===== config.mk =====
export PLATFORM = sky130hd
export DESIGN_NAME = pit
export DESIGN_NICKNAME = d
export VERILOG_FILES = /design/src/hw/pit_bus_pkg.sv /design/src/hw/pit_count_pkg.sv /design/src/hw/pit.sv /design/src/hw/pit_bus_decode.sv /design/src/hw/pit_clock_sync.sv /design/src/hw/timer_unit.sv
export SDC_FILE = /design/constraint.sdc
export NUM_CORES = 1
export LEC_CHECK = 0
export BUFFER_PORTS_ARGS = -buffer_cell sky130_fd_sc_hd__buf_2
export CAP_MARGIN = 20
export CORE_ASPECT_RATIO = 0.8
export CORE_UTILIZATION = 45
export CTS_CLUSTER_SIZE = 28
export DETAILED_ROUTE_END_ITERATION = 8
export HOLD_SLACK_MARGIN = 0.06
export PLACE_DENSITY = 0.58
export SKIP_CTS_REPAIR_TIMING = 1
export SLEW_MARGIN = 20
export SYNTH_ARGS = -nofsm -noshare
export SYNTH_HDL_FRONTEND = slang
export SYNTH_SLANG_ARGS = --single-unit

===== constraint.sdc =====
create_clock -name reset -period 10.33 [get_ports reset]
set_input_delay 1.033 -clock reset [delete_from_list [all_inputs] [get_ports reset]]
set_output_delay 1.033 -clock reset [all_outputs]
set_load 0.05 [all_outputs]

===== src/hw/pit_bus_pkg.sv =====
// Processor port definitions of the interval timer
// Covers port addresses, access codes and the control word layout
`default_nettype none

package pit_bus_pkg;

    // Three counter channels sit behind the port interface
    localparam int NUM_CHANNELS = 3;

    // Port address, where 0 to 2 select a channel and 3 the control word
    typedef logic [1:0] port_addr_t;

    // One byte on the data bus
    typedef logic [7:0] bus_byte_t;

    // Access mode carried in the control word
    typedef logic [1:0] rw_mode_t;

    localparam port_addr_t ADDR_CTRL = 2'd3;

    // Code 0 is not a real access mode but the counter latch command
    localparam rw_mode_t RW_LATCH = 2'd0;
    localparam rw_mode_t RW_LSB   = 2'd1;
    localparam rw_mode_t RW_MSB   = 2'd2;
    localparam rw_mode_t RW_BOTH  = 2'd3;

    // Control word bit positions
    localparam int CW_SEL_HI  = 7;
    localparam int CW_SEL_LO  = 6;
    localparam int CW_RW_HI   = 5;
    localparam int CW_RW_LO   = 4;
    localparam int CW_MODE_HI = 3;
    localparam int CW_MODE_LO = 1;

endpackage

`default_nettype wire


===== src/hw/pit_count_pkg.sv =====
// Counter definitions of the interval timer
// Covers the count width, the counting modes and the terminal values
`default_nettype none

package pit_count_pkg;

    // Counter, reload and latched values are all 16 bits wide
    typedef logic [15:0] count_t;

    // Low two bits of the control word mode field
    // Modes 0 and 1 are not supported and leave the channel idle
    typedef enum logic [1:0] {
        MODE_IDLE   = 2'd0,
        MODE_IDLE1  = 2'd1,
        MODE_RATE   = 2'd2,
        MODE_SQUARE = 2'd3
    } count_mode_e;

    // Cleared count and reload value
    localparam count_t COUNT_CLEAR = 16'h0000;

    // Count at which the rate generator drives out low and then reloads
    localparam count_t COUNT_TERMINAL = 16'h0001;

    // A reload of zero stands for the longest period
    localparam count_t RELOAD_ZERO_VALUE = 16'hFFFF;

endpackage

`default_nettype wire


===== src/hw/pit.sv =====
// Three-channel programmable interval timer
// Connects the port decoder, the input synchronizer and the channels
`timescale 1ns/1ps
`default_nettype none

module pit (
    input  logic                    reset,
    input  logic                    clk,
    input  logic                    cs,
    input  pit_bus_pkg::port_addr_t addr,
    input  logic                    wr,
    input  logic                    rd,
    input  pit_bus_pkg::bus_byte_t  wr_data,
    output pit_bus_pkg::bus_byte_t  rd_data,
    output logic                    rd_valid,
    input  logic                    pit_clk,
    input  logic [2:0]              gate,
    output logic [2:0]              out
);

    logic                       pit_tick;
    logic [2:0]                 gate_level;
    logic [2:0]                 gate_rise;
    logic [2:0]                 configure;
    logic [2:0]                 latch_count;
    logic [2:0]                 load;
    logic [2:0]                 read_count;
    pit_count_pkg::count_mode_e mode_in;
    pit_bus_pkg::rw_mode_t      rw_in;
    pit_bus_pkg::bus_byte_t     reload_in;
    pit_bus_pkg::bus_byte_t     count_out0;
    pit_bus_pkg::bus_byte_t     count_out1;
    pit_bus_pkg::bus_byte_t     count_out2;

    pit_clock_sync i_clock_sync (
        .reset      (reset),
        .clk        (clk),
        .pit_clk    (pit_clk),
        .gate       (gate),
        .pit_tick   (pit_tick),
        .gate_level (gate_level),
        .gate_rise  (gate_rise)
    );

    pit_bus_decode i_bus_decode (
        .reset       (reset),
        .clk         (clk),
        .cs          (cs),
        .addr        (addr),
        .wr          (wr),
        .rd          (rd),
        .wr_data     (wr_data),
        .configure   (configure),
        .latch_count (latch_count),
        .load        (load),
        .read_count  (read_count),
        .mode_in     (mode_in),
        .rw_in       (rw_in),
        .reload_in   (reload_in),
        .count_out0  (count_out0),
        .count_out1  (count_out1),
        .count_out2  (count_out2),
        .rd_data     (rd_data),
        .rd_valid    (rd_valid)
    );

    // All channels share the tick and the decoded write data
    timer_unit i_timer0 (
        .reset       (reset),
        .clk         (clk),
        .pit_tick    (pit_tick),
        .gate_level  (gate_level[0]),
        .gate_rise   (gate_rise[0]),
        .load        (load[0]),
        .reload_in   (reload_in),
        .configure   (configure[0]),
        .mode_in     (mode_in),
        .rw_in       (rw_in),
        .latch_count (latch_count[0]),
        .read_count  (read_count[0]),
        .count_out   (count_out0),
        .out         (out[0])
    );

    timer_unit i_timer1 (
        .reset       (reset),
        .clk         (clk),
        .pit_tick    (pit_tick),
        .gate_level  (gate_level[1]),
        .gate_rise   (gate_rise[1]),
        .load        (load[1]),
        .reload_in   (reload_in),
        .configure   (configure[1]),
        .mode_in     (mode_in),
        .rw_in       (rw_in),
        .latch_count (latch_count[1]),
        .read_count  (read_count[1]),
        .count_out   (count_out1),
        .out         (out[1])
    );

    timer_unit i_timer2 (
        .reset       (reset),
        .clk         (clk),
        .pit_tick    (pit_tick),
        .gate_level  (gate_level[2]),
        .gate_rise   (gate_rise[2]),
        .load        (load[2]),
        .reload_in   (reload_in),
        .configure   (configure[2]),
        .mode_in     (mode_in),
        .rw_in       (rw_in),
        .latch_count (latch_count[2]),
        .read_count  (read_count[2]),
        .count_out   (count_out2),
        .out         (out[2])
    );

endmodule

`default_nettype wire


===== src/hw/pit_bus_decode.sv =====
// Interval timer port decoder
// Turns processor accesses into channel strobes and registers read data
`timescale 1ns/1ps
`default_nettype none

module pit_bus_decode (
    input  logic                                      reset,
    input  logic                                      clk,
    input  logic                                      cs,
    input  pit_bus_pkg::port_addr_t                   addr,
    input  logic                                      wr,
    input  logic                                      rd,
    input  pit_bus_pkg::bus_byte_t                    wr_data,
    output logic [pit_bus_pkg::NUM_CHANNELS-1:0]      configure,
    output logic [pit_bus_pkg::NUM_CHANNELS-1:0]      latch_count,
    output logic [pit_bus_pkg::NUM_CHANNELS-1:0]      load,
    output logic [pit_bus_pkg::NUM_CHANNELS-1:0]      read_count,
    output pit_count_pkg::count_mode_e                mode_in,
    output pit_bus_pkg::rw_mode_t                     rw_in,
    output pit_bus_pkg::bus_byte_t                    reload_in,
    input  pit_bus_pkg::bus_byte_t                    count_out0,
    input  pit_bus_pkg::bus_byte_t                    count_out1,
    input  pit_bus_pkg::bus_byte_t                    count_out2,
    output pit_bus_pkg::bus_byte_t                    rd_data,
    output logic                                      rd_valid
);

    logic [1:0]             cw_sel;
    logic                   ctrl_write;
    logic                   data_write;
    logic                   data_read;
    pit_bus_pkg::bus_byte_t read_byte;

    assign cw_sel = wr_data[pit_bus_pkg::CW_SEL_HI:pit_bus_pkg::CW_SEL_LO];

    assign ctrl_write = cs && wr && (addr == pit_bus_pkg::ADDR_CTRL);
    assign data_write = cs && wr && (addr != pit_bus_pkg::ADDR_CTRL);
    assign data_read  = cs && rd && (addr != pit_bus_pkg::ADDR_CTRL);

    // Mode and access fields go to every channel, only the strobe selects one
    assign rw_in = wr_data[pit_bus_pkg::CW_RW_HI:pit_bus_pkg::CW_RW_LO];

    // The top mode bit is dropped so that modes 6 and 7 alias 2 and 3
    assign mode_in = pit_count_pkg::count_mode_e'(
        wr_data[pit_bus_pkg::CW_MODE_HI-1:pit_bus_pkg::CW_MODE_LO]);

    assign reload_in = wr_data;

    always_comb begin
        configure   = '0;
        latch_count = '0;
        load        = '0;
        read_count  = '0;
        // Channel select 3 is the read-back command, which is not supported
        if (ctrl_write && (cw_sel < pit_bus_pkg::NUM_CHANNELS)) begin
            if (rw_in == pit_bus_pkg::RW_LATCH) begin
                latch_count[cw_sel] = 1'b1;
            end else begin
                configure[cw_sel] = 1'b1;
            end
        end
        if (data_write) begin
            load[addr] = 1'b1;
        end
        if (data_read) begin
            read_count[addr] = 1'b1;
        end
    end

    // Channels present their next byte combinationally
    always_comb begin
        case (addr)
            2'd0:    read_byte = count_out0;
            2'd1:    read_byte = count_out1;
            2'd2:    read_byte = count_out2;
            default: read_byte = '0;
        endcase
    end

    always_ff @(posedge reset or posedge clk) begin
        if (clk) begin
            rd_valid <= 1'b0;
        end else begin
            rd_valid <= cs && rd;
        end
    end

    // Read data is captured in the same cycle as the read strobe
    always_ff @(posedge reset) begin
        if (cs && rd) begin
            rd_data <= read_byte;
        end
    end

endmodule

`default_nettype wire


===== src/hw/pit_clock_sync.sv =====
// Interval timer input synchronizer
// Turns pit_clk and the gate inputs into system clock pulses and levels
`timescale 1ns/1ps
`default_nettype none

module pit_clock_sync (
    input  logic       reset,
    input  logic       clk,
    input  logic       pit_clk,
    input  logic [2:0] gate,
    output logic       pit_tick,
    output logic [2:0] gate_level,
    output logic [2:0] gate_rise
);

    logic [1:0] pit_sync;
    logic       pit_last;
    logic [2:0] gate_meta;
    logic [2:0] gate_last;

    always_ff @(posedge reset or posedge clk) begin
        if (clk) begin
            pit_sync   <= 2'b00;
            pit_last   <= 1'b0;
            pit_tick   <= 1'b0;
            gate_meta  <= 3'b000;
            gate_level <= 3'b000;
            gate_last  <= 3'b000;
            gate_rise  <= 3'b000;
        end else begin
            // Two flops bring the slow counting clock into this domain
            pit_sync <= {pit_sync[0], pit_clk};
            pit_last <= pit_sync[1];
            // One tick per rising pit_clk, shared by all channels
            pit_tick <= pit_sync[1] & ~pit_last;

            gate_meta  <= gate;
            gate_level <= gate_meta;
            gate_last  <= gate_level;
            // A rising gate restarts the count of its channel
            gate_rise  <= gate_level & ~gate_last;
        end
    end

endmodule

`default_nettype wire


===== src/hw/timer_unit.sv =====
// Interval timer channel
// A 16-bit down counter with byte access, count latch and two waveforms
`timescale 1ns/1ps
`default_nettype none

module timer_unit (
    input  logic                       reset,
    input  logic                       clk,
    input  logic                       pit_tick,
    input  logic                       gate_level,
    input  logic                       gate_rise,
    input  logic                       load,
    input  pit_bus_pkg::bus_byte_t     reload_in,
    input  logic                       configure,
    input  pit_count_pkg::count_mode_e mode_in,
    input  pit_bus_pkg::rw_mode_t      rw_in,
    input  logic                       latch_count,
    input  logic                       read_count,
    output pit_bus_pkg::bus_byte_t     count_out,
    output logic                       out
);

    pit_count_pkg::count_mode_e mode;
    pit_bus_pkg::rw_mode_t      rw;
    pit_count_pkg::count_t      count;
    pit_count_pkg::count_t      reload;
    pit_count_pkg::count_t      latched_count;
    pit_count_pkg::count_t      load_value;
    pit_count_pkg::count_t      new_reload;
    pit_count_pkg::count_t      half_reload;
    pit_count_pkg::count_t      read_source;
    pit_bus_pkg::bus_byte_t     reload_low;
    logic                       write_msb;
    logic                       read_msb;
    logic                       latch_valid;
    logic                       armed;
    logic                       pending;
    logic                       counting;
    logic                       loading;
    logic                       load_done;
    logic                       tick_en;

    // Only the rate generator and square wave modes count
    assign counting = (mode == pit_count_pkg::MODE_RATE) ||
                      (mode == pit_count_pkg::MODE_SQUARE);

    // A channel that was never configured ignores data writes
    assign loading = load && (rw != pit_bus_pkg::RW_LATCH);

    // In low-then-high mode the reload completes with the second byte
    assign load_done = loading && ((rw != pit_bus_pkg::RW_BOTH) || write_msb);

    assign tick_en = pit_tick && gate_level && armed && counting;

    // Single byte modes clear the other half of the reload
    always_comb begin
        case (rw)
            pit_bus_pkg::RW_LSB: load_value = {8'h00, reload_in};
            pit_bus_pkg::RW_MSB: load_value = {reload_in, 8'h00};
            default:             load_value = {reload_in, reload_low};
        endcase
    end

    assign new_reload = (load_value == pit_count_pkg::COUNT_CLEAR) ?
                        pit_count_pkg::RELOAD_ZERO_VALUE : load_value;

    // Square wave stays high while the count is above half the reload
    assign half_reload = {1'b0, reload[15:1]};

    always_ff @(posedge reset or posedge clk) begin
        if (clk) begin
            mode <= pit_count_pkg::MODE_IDLE;
            rw   <= pit_bus_pkg::RW_LATCH;
        end else if (configure) begin
            mode <= mode_in;
            rw   <= rw_in;
        end
    end

    // Reload register and the write byte pointer
    always_ff @(posedge reset or posedge clk) begin
        if (clk) begin
            reload    <= pit_count_pkg::COUNT_CLEAR;
            write_msb <= 1'b0;
        end else if (configure) begin
            reload    <= pit_count_pkg::COUNT_CLEAR;
            write_msb <= 1'b0;
        end else if (load_done) begin
            reload    <= new_reload;
            write_msb <= 1'b0;
        end else if (loading) begin
            // First byte of a low-then-high pair
            write_msb <= 1'b1;
        end
    end

    always_ff @(posedge reset) begin
        if (loading && !write_msb) begin
            reload_low <= reload_in;
        end
    end

    // Down counter
    // After a configure the channel waits for a complete reload before counting
    always_ff @(posedge reset or posedge clk) begin
        if (clk) begin
            count   <= pit_count_pkg::COUNT_CLEAR;
            armed   <= 1'b0;
            pending <= 1'b0;
        end else if (configure) begin
            armed   <= 1'b0;
            pending <= 1'b0;
        end else begin
            if (load_done) begin
                armed <= 1'b1;
            end
            // A new reload or a gate rise restarts the count on the next tick
            if (load_done || gate_rise) begin
                pending <= 1'b1;
            end else if (tick_en) begin
                pending <= 1'b0;
            end
            if (load_done) begin
                // Shows the new value at once so that an early latch sees it
                count <= new_reload;
            end else if (tick_en) begin
                if (pending || (count <= pit_count_pkg::COUNT_TERMINAL)) begin
                    count <= reload;
                end else begin
                    count <= count - 1'b1;
                end
            end
        end
    end

    // Count latch and read byte pointer
    always_ff @(posedge reset or posedge clk) begin
        if (clk) begin
            latched_count <= pit_count_pkg::COUNT_CLEAR;
            latch_valid   <= 1'b0;
            read_msb      <= 1'b0;
        end else if (configure) begin
            latch_valid <= 1'b0;
            read_msb    <= 1'b0;
        end else if (latch_count && !latch_valid) begin
            // Further latches are ignored until the held value is read
            latched_count <= count;
            latch_valid   <= 1'b1;
            read_msb      <= 1'b0;
        end else if (read_count) begin
            if (rw == pit_bus_pkg::RW_BOTH) begin
                read_msb <= ~read_msb;
            end
            // The latch is released once its last byte has gone out
            if ((rw != pit_bus_pkg::RW_BOTH) || read_msb) begin
                latch_valid <= 1'b0;
            end
        end
    end

    assign read_source = latch_valid ? latched_count : count;

    always_comb begin
        case (rw)
            pit_bus_pkg::RW_MSB:  count_out = read_source[15:8];
            pit_bus_pkg::RW_BOTH: count_out = read_msb ? read_source[15:8] :
                                                         read_source[7:0];
            default:              count_out = read_source[7:0];
        endcase
    end

    // Output follows the count one cycle later
    // It is held high whenever the channel is not counting
    always_ff @(posedge reset or posedge clk) begin
        if (clk) begin
            out <= 1'b1;
        end else if (!counting || !armed || !gate_level || pending) begin
            out <= 1'b1;
        end else if (mode == pit_count_pkg::MODE_RATE) begin
            out <= (count != pit_count_pkg::COUNT_TERMINAL);
        end else begin
            out <= (count > half_reload);
        end
    end

endmodule

`default_nettype wire


# == Word-level counts from Yosys, hierarchy flattened ==
# Cells that the tools add are included.
# op_classes
eq_ne,25
mux,95
bitwise_logic,10
magnitude_cmp,11
addsub,3
reduce_logical,109
# op_table
op,count
$mux 16,21
$pmux 16 s2,3
$mux 1,56
$gt 16x15->1,3
$le 16x1->1 const B,3
$logic_not 16->1,3
$ne 16x1->1 const B,3
$pmux 8 s2,3
$sub 16x1->16 const B,3
$reduce_bool 3->1,15
$logic_and 1x1->1,29
$eq 2x2->1 const B,14
$logic_or 1x1->1,24
$mux 8,3
$pmux 8 s3,1
$reduce_and 2->1,12
$mux 3,6
$reduce_bool 2->1,9
$logic_not 1->1,15
$eq 2x1->1 const B,4
$ne 2x2->1 const B,4
$not 1->1,7
$lt 2x3->1 const B,2
$demux 1 s2,2
6 further kinds,8
# totals
out_inout_bits,12
inputBits,19
regBits,223
word_cells,298

# == Logic depth before layout (Yosys ltp) ==
# logic_depth
depth_word,10
depth_mapped,11
depth_no_buf,8

# == Hierarchy ==
# A second synthesis with hierarchy kept.
# unflattened
hier_cells,1272
area_unflattened_um2,13085.0
# modules_own_cells
module,cells_per_inst,instances,area_per_inst_um2
timer_unit at i_timer0 ...,399,2,4028.9
timer_unit at i_timer2,390,1,3898.7
pit_bus_decode,63,1,669.4
pit_clock_sync,21,1,459.2

# == Worst setup path after synthesis ==
# OpenSTA, ideal clock, no wires.
# synth_timing
kind,input port to flip-flop
startpoint,input port wr_data[3]
endpoint,register i_timer1.count[15]
required_ps,10238
cell_stages,8
slack_ps,7385
setup_time_ps,92
arrival_ps,2853
cell_sequence,buf_6 or4_4 o21ai_1 or4b_4 o21ai_4 buf_6 a21oi_2 o31ai_2
# synth_via
elab_chain_cells,4
# synth_lines
item,line,rtl
from (decl),pit.sv:13,"input pit_bus_pkg::bus_byte_t wr_data,"
$pmux 16 s2,timer_unit.sv:57,case (rw)
$logic_not 16->1,timer_unit.sv:64,assign new_reload = (load_value == pit_count_pkg::COUNT_CLEAR) ?
$mux 16,timer_unit.sv:64,
$mux 16,timer_unit.sv:123,if (load_done) begin
to (signal assigned),timer_unit.sv:125,count <= new_reload;
to (signal assigned),timer_unit.sv:128,count <= reload;
to (signal assigned),timer_unit.sv:130,count <= count - 1'b1;
to (decl),timer_unit.sv:25,pit_count_pkg::count_t count;
# No other way between the ends.
# A chain may end at the register's enable or synchronous reset.

# == Worst setup path in the final report ==
# layout_timing
startpoint,input port addr[0]
endpoint,register i_timer0.count[13]
# layout_via
elab_chain_cells,9
elab_cells_between_ends,18
classes_between,order compare (2); eq/ne (2); mux (5); bitwise (1); reduce/logical (8)
# layout_lines
item,line,rtl
from (decl),pit.sv:10,"input pit_bus_pkg::port_addr_t addr,"
$lt 2x3->1 (implied by the code) / $ge 2x1->1 (equally long branches),pit_bus_decode.sv:63,load[addr] = 1'b1;
$logic_and 1x1->1 (implied by the code),pit_bus_decode.sv:63,
$mux 1 (implied by the code),pit_bus_decode.sv:63,
$demux 1 s2,--,
$mux 3,pit_bus_decode.sv:62,if (data_write) begin
$logic_and 1x1->1,timer_unit.sv:48,assign loading = load && (rw != pit_bus_pkg::RW_LATCH);
$logic_and 1x1->1,timer_unit.sv:51,assign load_done = loading && ((rw != pit_bus_pkg::RW_BOTH) || write_msb);
$reduce_bool 2->1 (no line),--,
$reduce_and 2->1 (no line),--,
to (signal assigned),timer_unit.sv:107,count <= pit_count_pkg::COUNT_CLEAR;
to (signal assigned),timer_unit.sv:125,
to (signal assigned),timer_unit.sv:128,
to (decl),timer_unit.sv:25,
# Parallel ways exist; a longest one is shown, timed or not.

==> flow_metrics.tcl <==
set metrics [dict create \
    synthArstFlopShare_pct 85.65 \
    crit_required_ps 10740 \
    firstDrtPassIters 6 \
    pwr-share-clk_pct 23.1 \
    drt_iter0_drc 696 \
    antenna_found_initial 0 \
    worstPathCellList "buf_2 -> or2_1 -> or4_1 -> buf_4 -> a21oi_1 -> nand2_1 -> o32ai_1 -> nor3_1" \
    route.detailed.drc 0 \
    finalWorstSetupSlack_ps 6789 \
    vdd_drop_max_mv 0.1705 \
    wl_per_cell_microns 21.20 \
    synthCells 1293 \
    fin_crit_ps 3541 \
    clkLatencyLatePin_ps 530 \
    status "completed" \
    nets 1358 \
    leakage_nw 5.974 \
    route.vias.total 10029 \
    fin_crit_sh_pct 34.28 \
    ys_ff_latch 223 \
    cts.sinks 223 \
    area_growth_pct 9.000 \
    regArea_sq_mm 0.005744 \
    die_h_microns 153.0 \
    stdcell_count 1659 \
    start_util_pct 46.44 \
    ys.flop_type "dfrtp_1" \
    synth.area.top_cells "dfrtp_1 37%, edfxtp_1 7.5%, ha_1 6.1%" \
    cts-htree-levels 1 \
    grt_max_degree 120 \
    rsz0062_at_grt "no" \
    io_pins 31 \
    synth.largest_area_cell "dfrtp_1" \
    clk_pin_slew_ps 60 \
    crit_arrival_ps 3950 \
    grt_pass1_wl_microns 55990 \
    fin_skew_ps 8.419 \
    drt_wl_total_microns 35180 \
    grt_pass1_vias 9636 \
    max-slew-margin-rel_pct 29.32 \
    cts_buffers 25 \
    finalMaxSlewViolations 0 \
    synth_cell_types 78 \
    synth_top_area_share_pct 36.66 \
    synth_edf_count 32 \
    insertedDiodeCount 0 \
    tightest_slew_ps 1060 \
    synth_area_sq_mm 0.01283 \
    dpl.cell_count 1613 \
    fp.dieW_microns 190.8 \
    power_density_mw_per_mm2 268.2 \
    setup_tns_ps 0 \
    cts_root_buf "clkbuf_16" \
    multi_input_area_sq_mm 0.006442 \
    hold_path.class "register to register" \
    gp_congestion 0.8774 \
    cts_tree "done" \
    vias_per_cell 6.045 \
    clk_path_buf_depth 3 \
    drive_gt1_share_pct 13.44 \
    cp_max_fo 20 \
    fp.dieArea_sq_mm 0.02920 \
    grt_util_all_layers_pct 24.49 \
    fp.coreArea_sq_mm 0.02763 \
    max_freq_ghz 0.2824 \
    internal_power_mw 2.236 \
    setup_viol 0 \
    combPwrFrac_pct 36.2 \
    rows 54 \
    path_buf_inv 2 \
    yosysWarningCount 0 \
    postRouteAntennaNets 0 \
    worstSetupPathType "input port to register" \
    fillers 2541 \
    grt_overflow 0 \
    switching_share_pct 40.39 \
    slowest_stage "a21oi_1" \
    p_switching_mw 1.515 \
    dp_hpwl_microns 24510 \
    port_buffers 30 \
    max_stage_delay_ps 800 \
    drv_cap 0 \
    setup.worst_path.start_class "input port" \
    endpoint_kind "register" \
    seqPwrFrac_pct 40.8 \
    yosysSeqAreaShare_pct 44.76 \
    crit_family "simple AND/OR/NAND/NOR gates" \
    synth.avg_cell_area_sq_um 9.924 \
    synth_nets 1375 \
    hold_viol_final 0 \
    post-place-ws_ps 6310 \
]
[cells by family (layout without fill, tap and decap cells)]
family	Yosys count	count (layout)	synth area share [%]
XOR/XNOR	31	31	2.116
flip-flops	223	223	44.76
buffers and inverters	164	166	5.255
AO/OA/AOI/OAI	319	319	17.46
adder cells (fa/ha/maj)	63	63	6.143
AND/OR/NAND/NOR	386	386	15.42
multiplexers	107	107	8.834
[sequential cells by signal, summed over array words and instances (netlist names), 3 cells and up]
name                     flops
i_bus_decode.rd_data         8
i_clock_sync.gate_last       3
i_clock_sync.gate_level      3
i_clock_sync.gate_meta       3
i_clock_sync.gate_rise       3
i_timer0.count              16
i_timer0.latched_count      16
i_timer0.reload             16
i_timer0.reload_low          8
i_timer1.count              16
i_timer1.latched_count      16
i_timer1.reload             16
i_timer1.reload_low          8
i_timer2.count              16
i_timer2.latched_count      16
i_timer2.reload             16
i_timer2.reload_low          8
[metrics by stage]
stage	hold slack (ps)	instance area, sq um	total power, mW	utilization [%]
final	348.6	13990	3.751	50.62
after global routing	352.1	13990	4.019	50.62
after CTS	350.2	13980	3.761	50.60
after detailed placement	337.1	13200	2.883	47.77
after global placement	332.9	13200	2.862	47.77
after floorplan	331.2	12830	2.475	-
[final cells by class]
type | instances | share of cell area, %
Clock buffer | 33 | 4.974
Inverter | 72 | 1.986
Multi-Input combinational cell | 906 | 46.06
Timing Repair Buffer | 48 | 2.040
Tap cell | 364 | 3.256
Sequential cell | 223 | 41.07
Clock inverter | 13 | 0.6172
[Yosys cell counts, types with 8 or more instances]
cell / n
dfrtp_1: 188
nand2_1: 108
nor2_1: 89
inv_1: 72
clkbuf_1: 64
ha_1: 63
a21oi_1: 61
o21ai_0: 61
mux2i_1: 57
mux2_2: 46
edfxtp_1: 32
nor3_1: 32
nor4_1: 29
a211oi_1: 27
nand3_1: 26
o22ai_1: 22
a221oi_1: 20
nor2b_1: 19
xnor2_1: 18
nand4_1: 17
a21o_1: 13
nand2b_1: 13
xor2_1: 13
buf_2: 11
o211a_1: 11
a31oi_1: 10
or4_1: 9
o221ai_1: 8
o22a_1: 8
o31ai_1: 8
[worst paths after layout]
check / from / end / slack (ps) / depth (start not counted)
max: addr[0] / i_timer0.count[13] / 6790 / 8
min: i_clock_sync.gate_meta[1] / i_clock_sync.gate_level[1] / 350 / 0
max reg2reg: i_timer0.rw[0] / i_timer0.count[13] / 7010 / 8
min reg2reg: i_clock_sync.gate_meta[1] / i_clock_sync.gate_level[1] / 350 / 0
max in group asynchronous: clk / i_timer2.write_msb / 8180 / 3
min in group asynchronous: clk / i_timer2.count[13] / 660 / 2
[power groups by stage]
stage	logic, mW	registers, mW	clock network, mW
floorplan	1.16	1.32	0
global placement	1.33	1.53	0
detailed placement	1.35	1.53	0
CTS	1.36	1.52	0.884
global route	1.54	1.57	0.910
finish	1.36	1.53	0.865
[layer usage]
layer	global-route usage [%]	wire (microns)	vias up	part of all wire, %
met5	0	0	-	0
met4	5.371	586	0	1.7
met3	2.870	1750	40	5.0
met2	35.56	15140	255	43
met1	38.56	17690	5013	50
li1	-	-	4721	-
[layout by cell type, fill, tap and decap left out, types with 6 or more instances in the layout]
cell       instances
clkinv_1           6
inv_1             71
nor2_1            89
or4_1              9
mux2_2            46
o22ai_1           22
edfxtp_1          32
nand2b_1          13
nor2b_1           19
clkbuf_16         25
nand3_1           26
buf_2             30
xor2_1            13
mux2i_1           57
a21oi_2            6
o221ai_1           8
nand4_1           17
o31ai_1            8
o21ai_0           61
nor3_1            32
ha_1              63
dfrtp_1          188
a21o_1            13
o211a_1           11
a211oi_1          27
o21a_1             6
a311oi_1           7
nor4_1            28
a31oi_1            9
o22a_1             8
a21oi_1           60
xnor2_1           18
nand2_1          108
and3_1             7
buf_4             18
a221oi_1          20
Power figures use the tool's default switching activity.
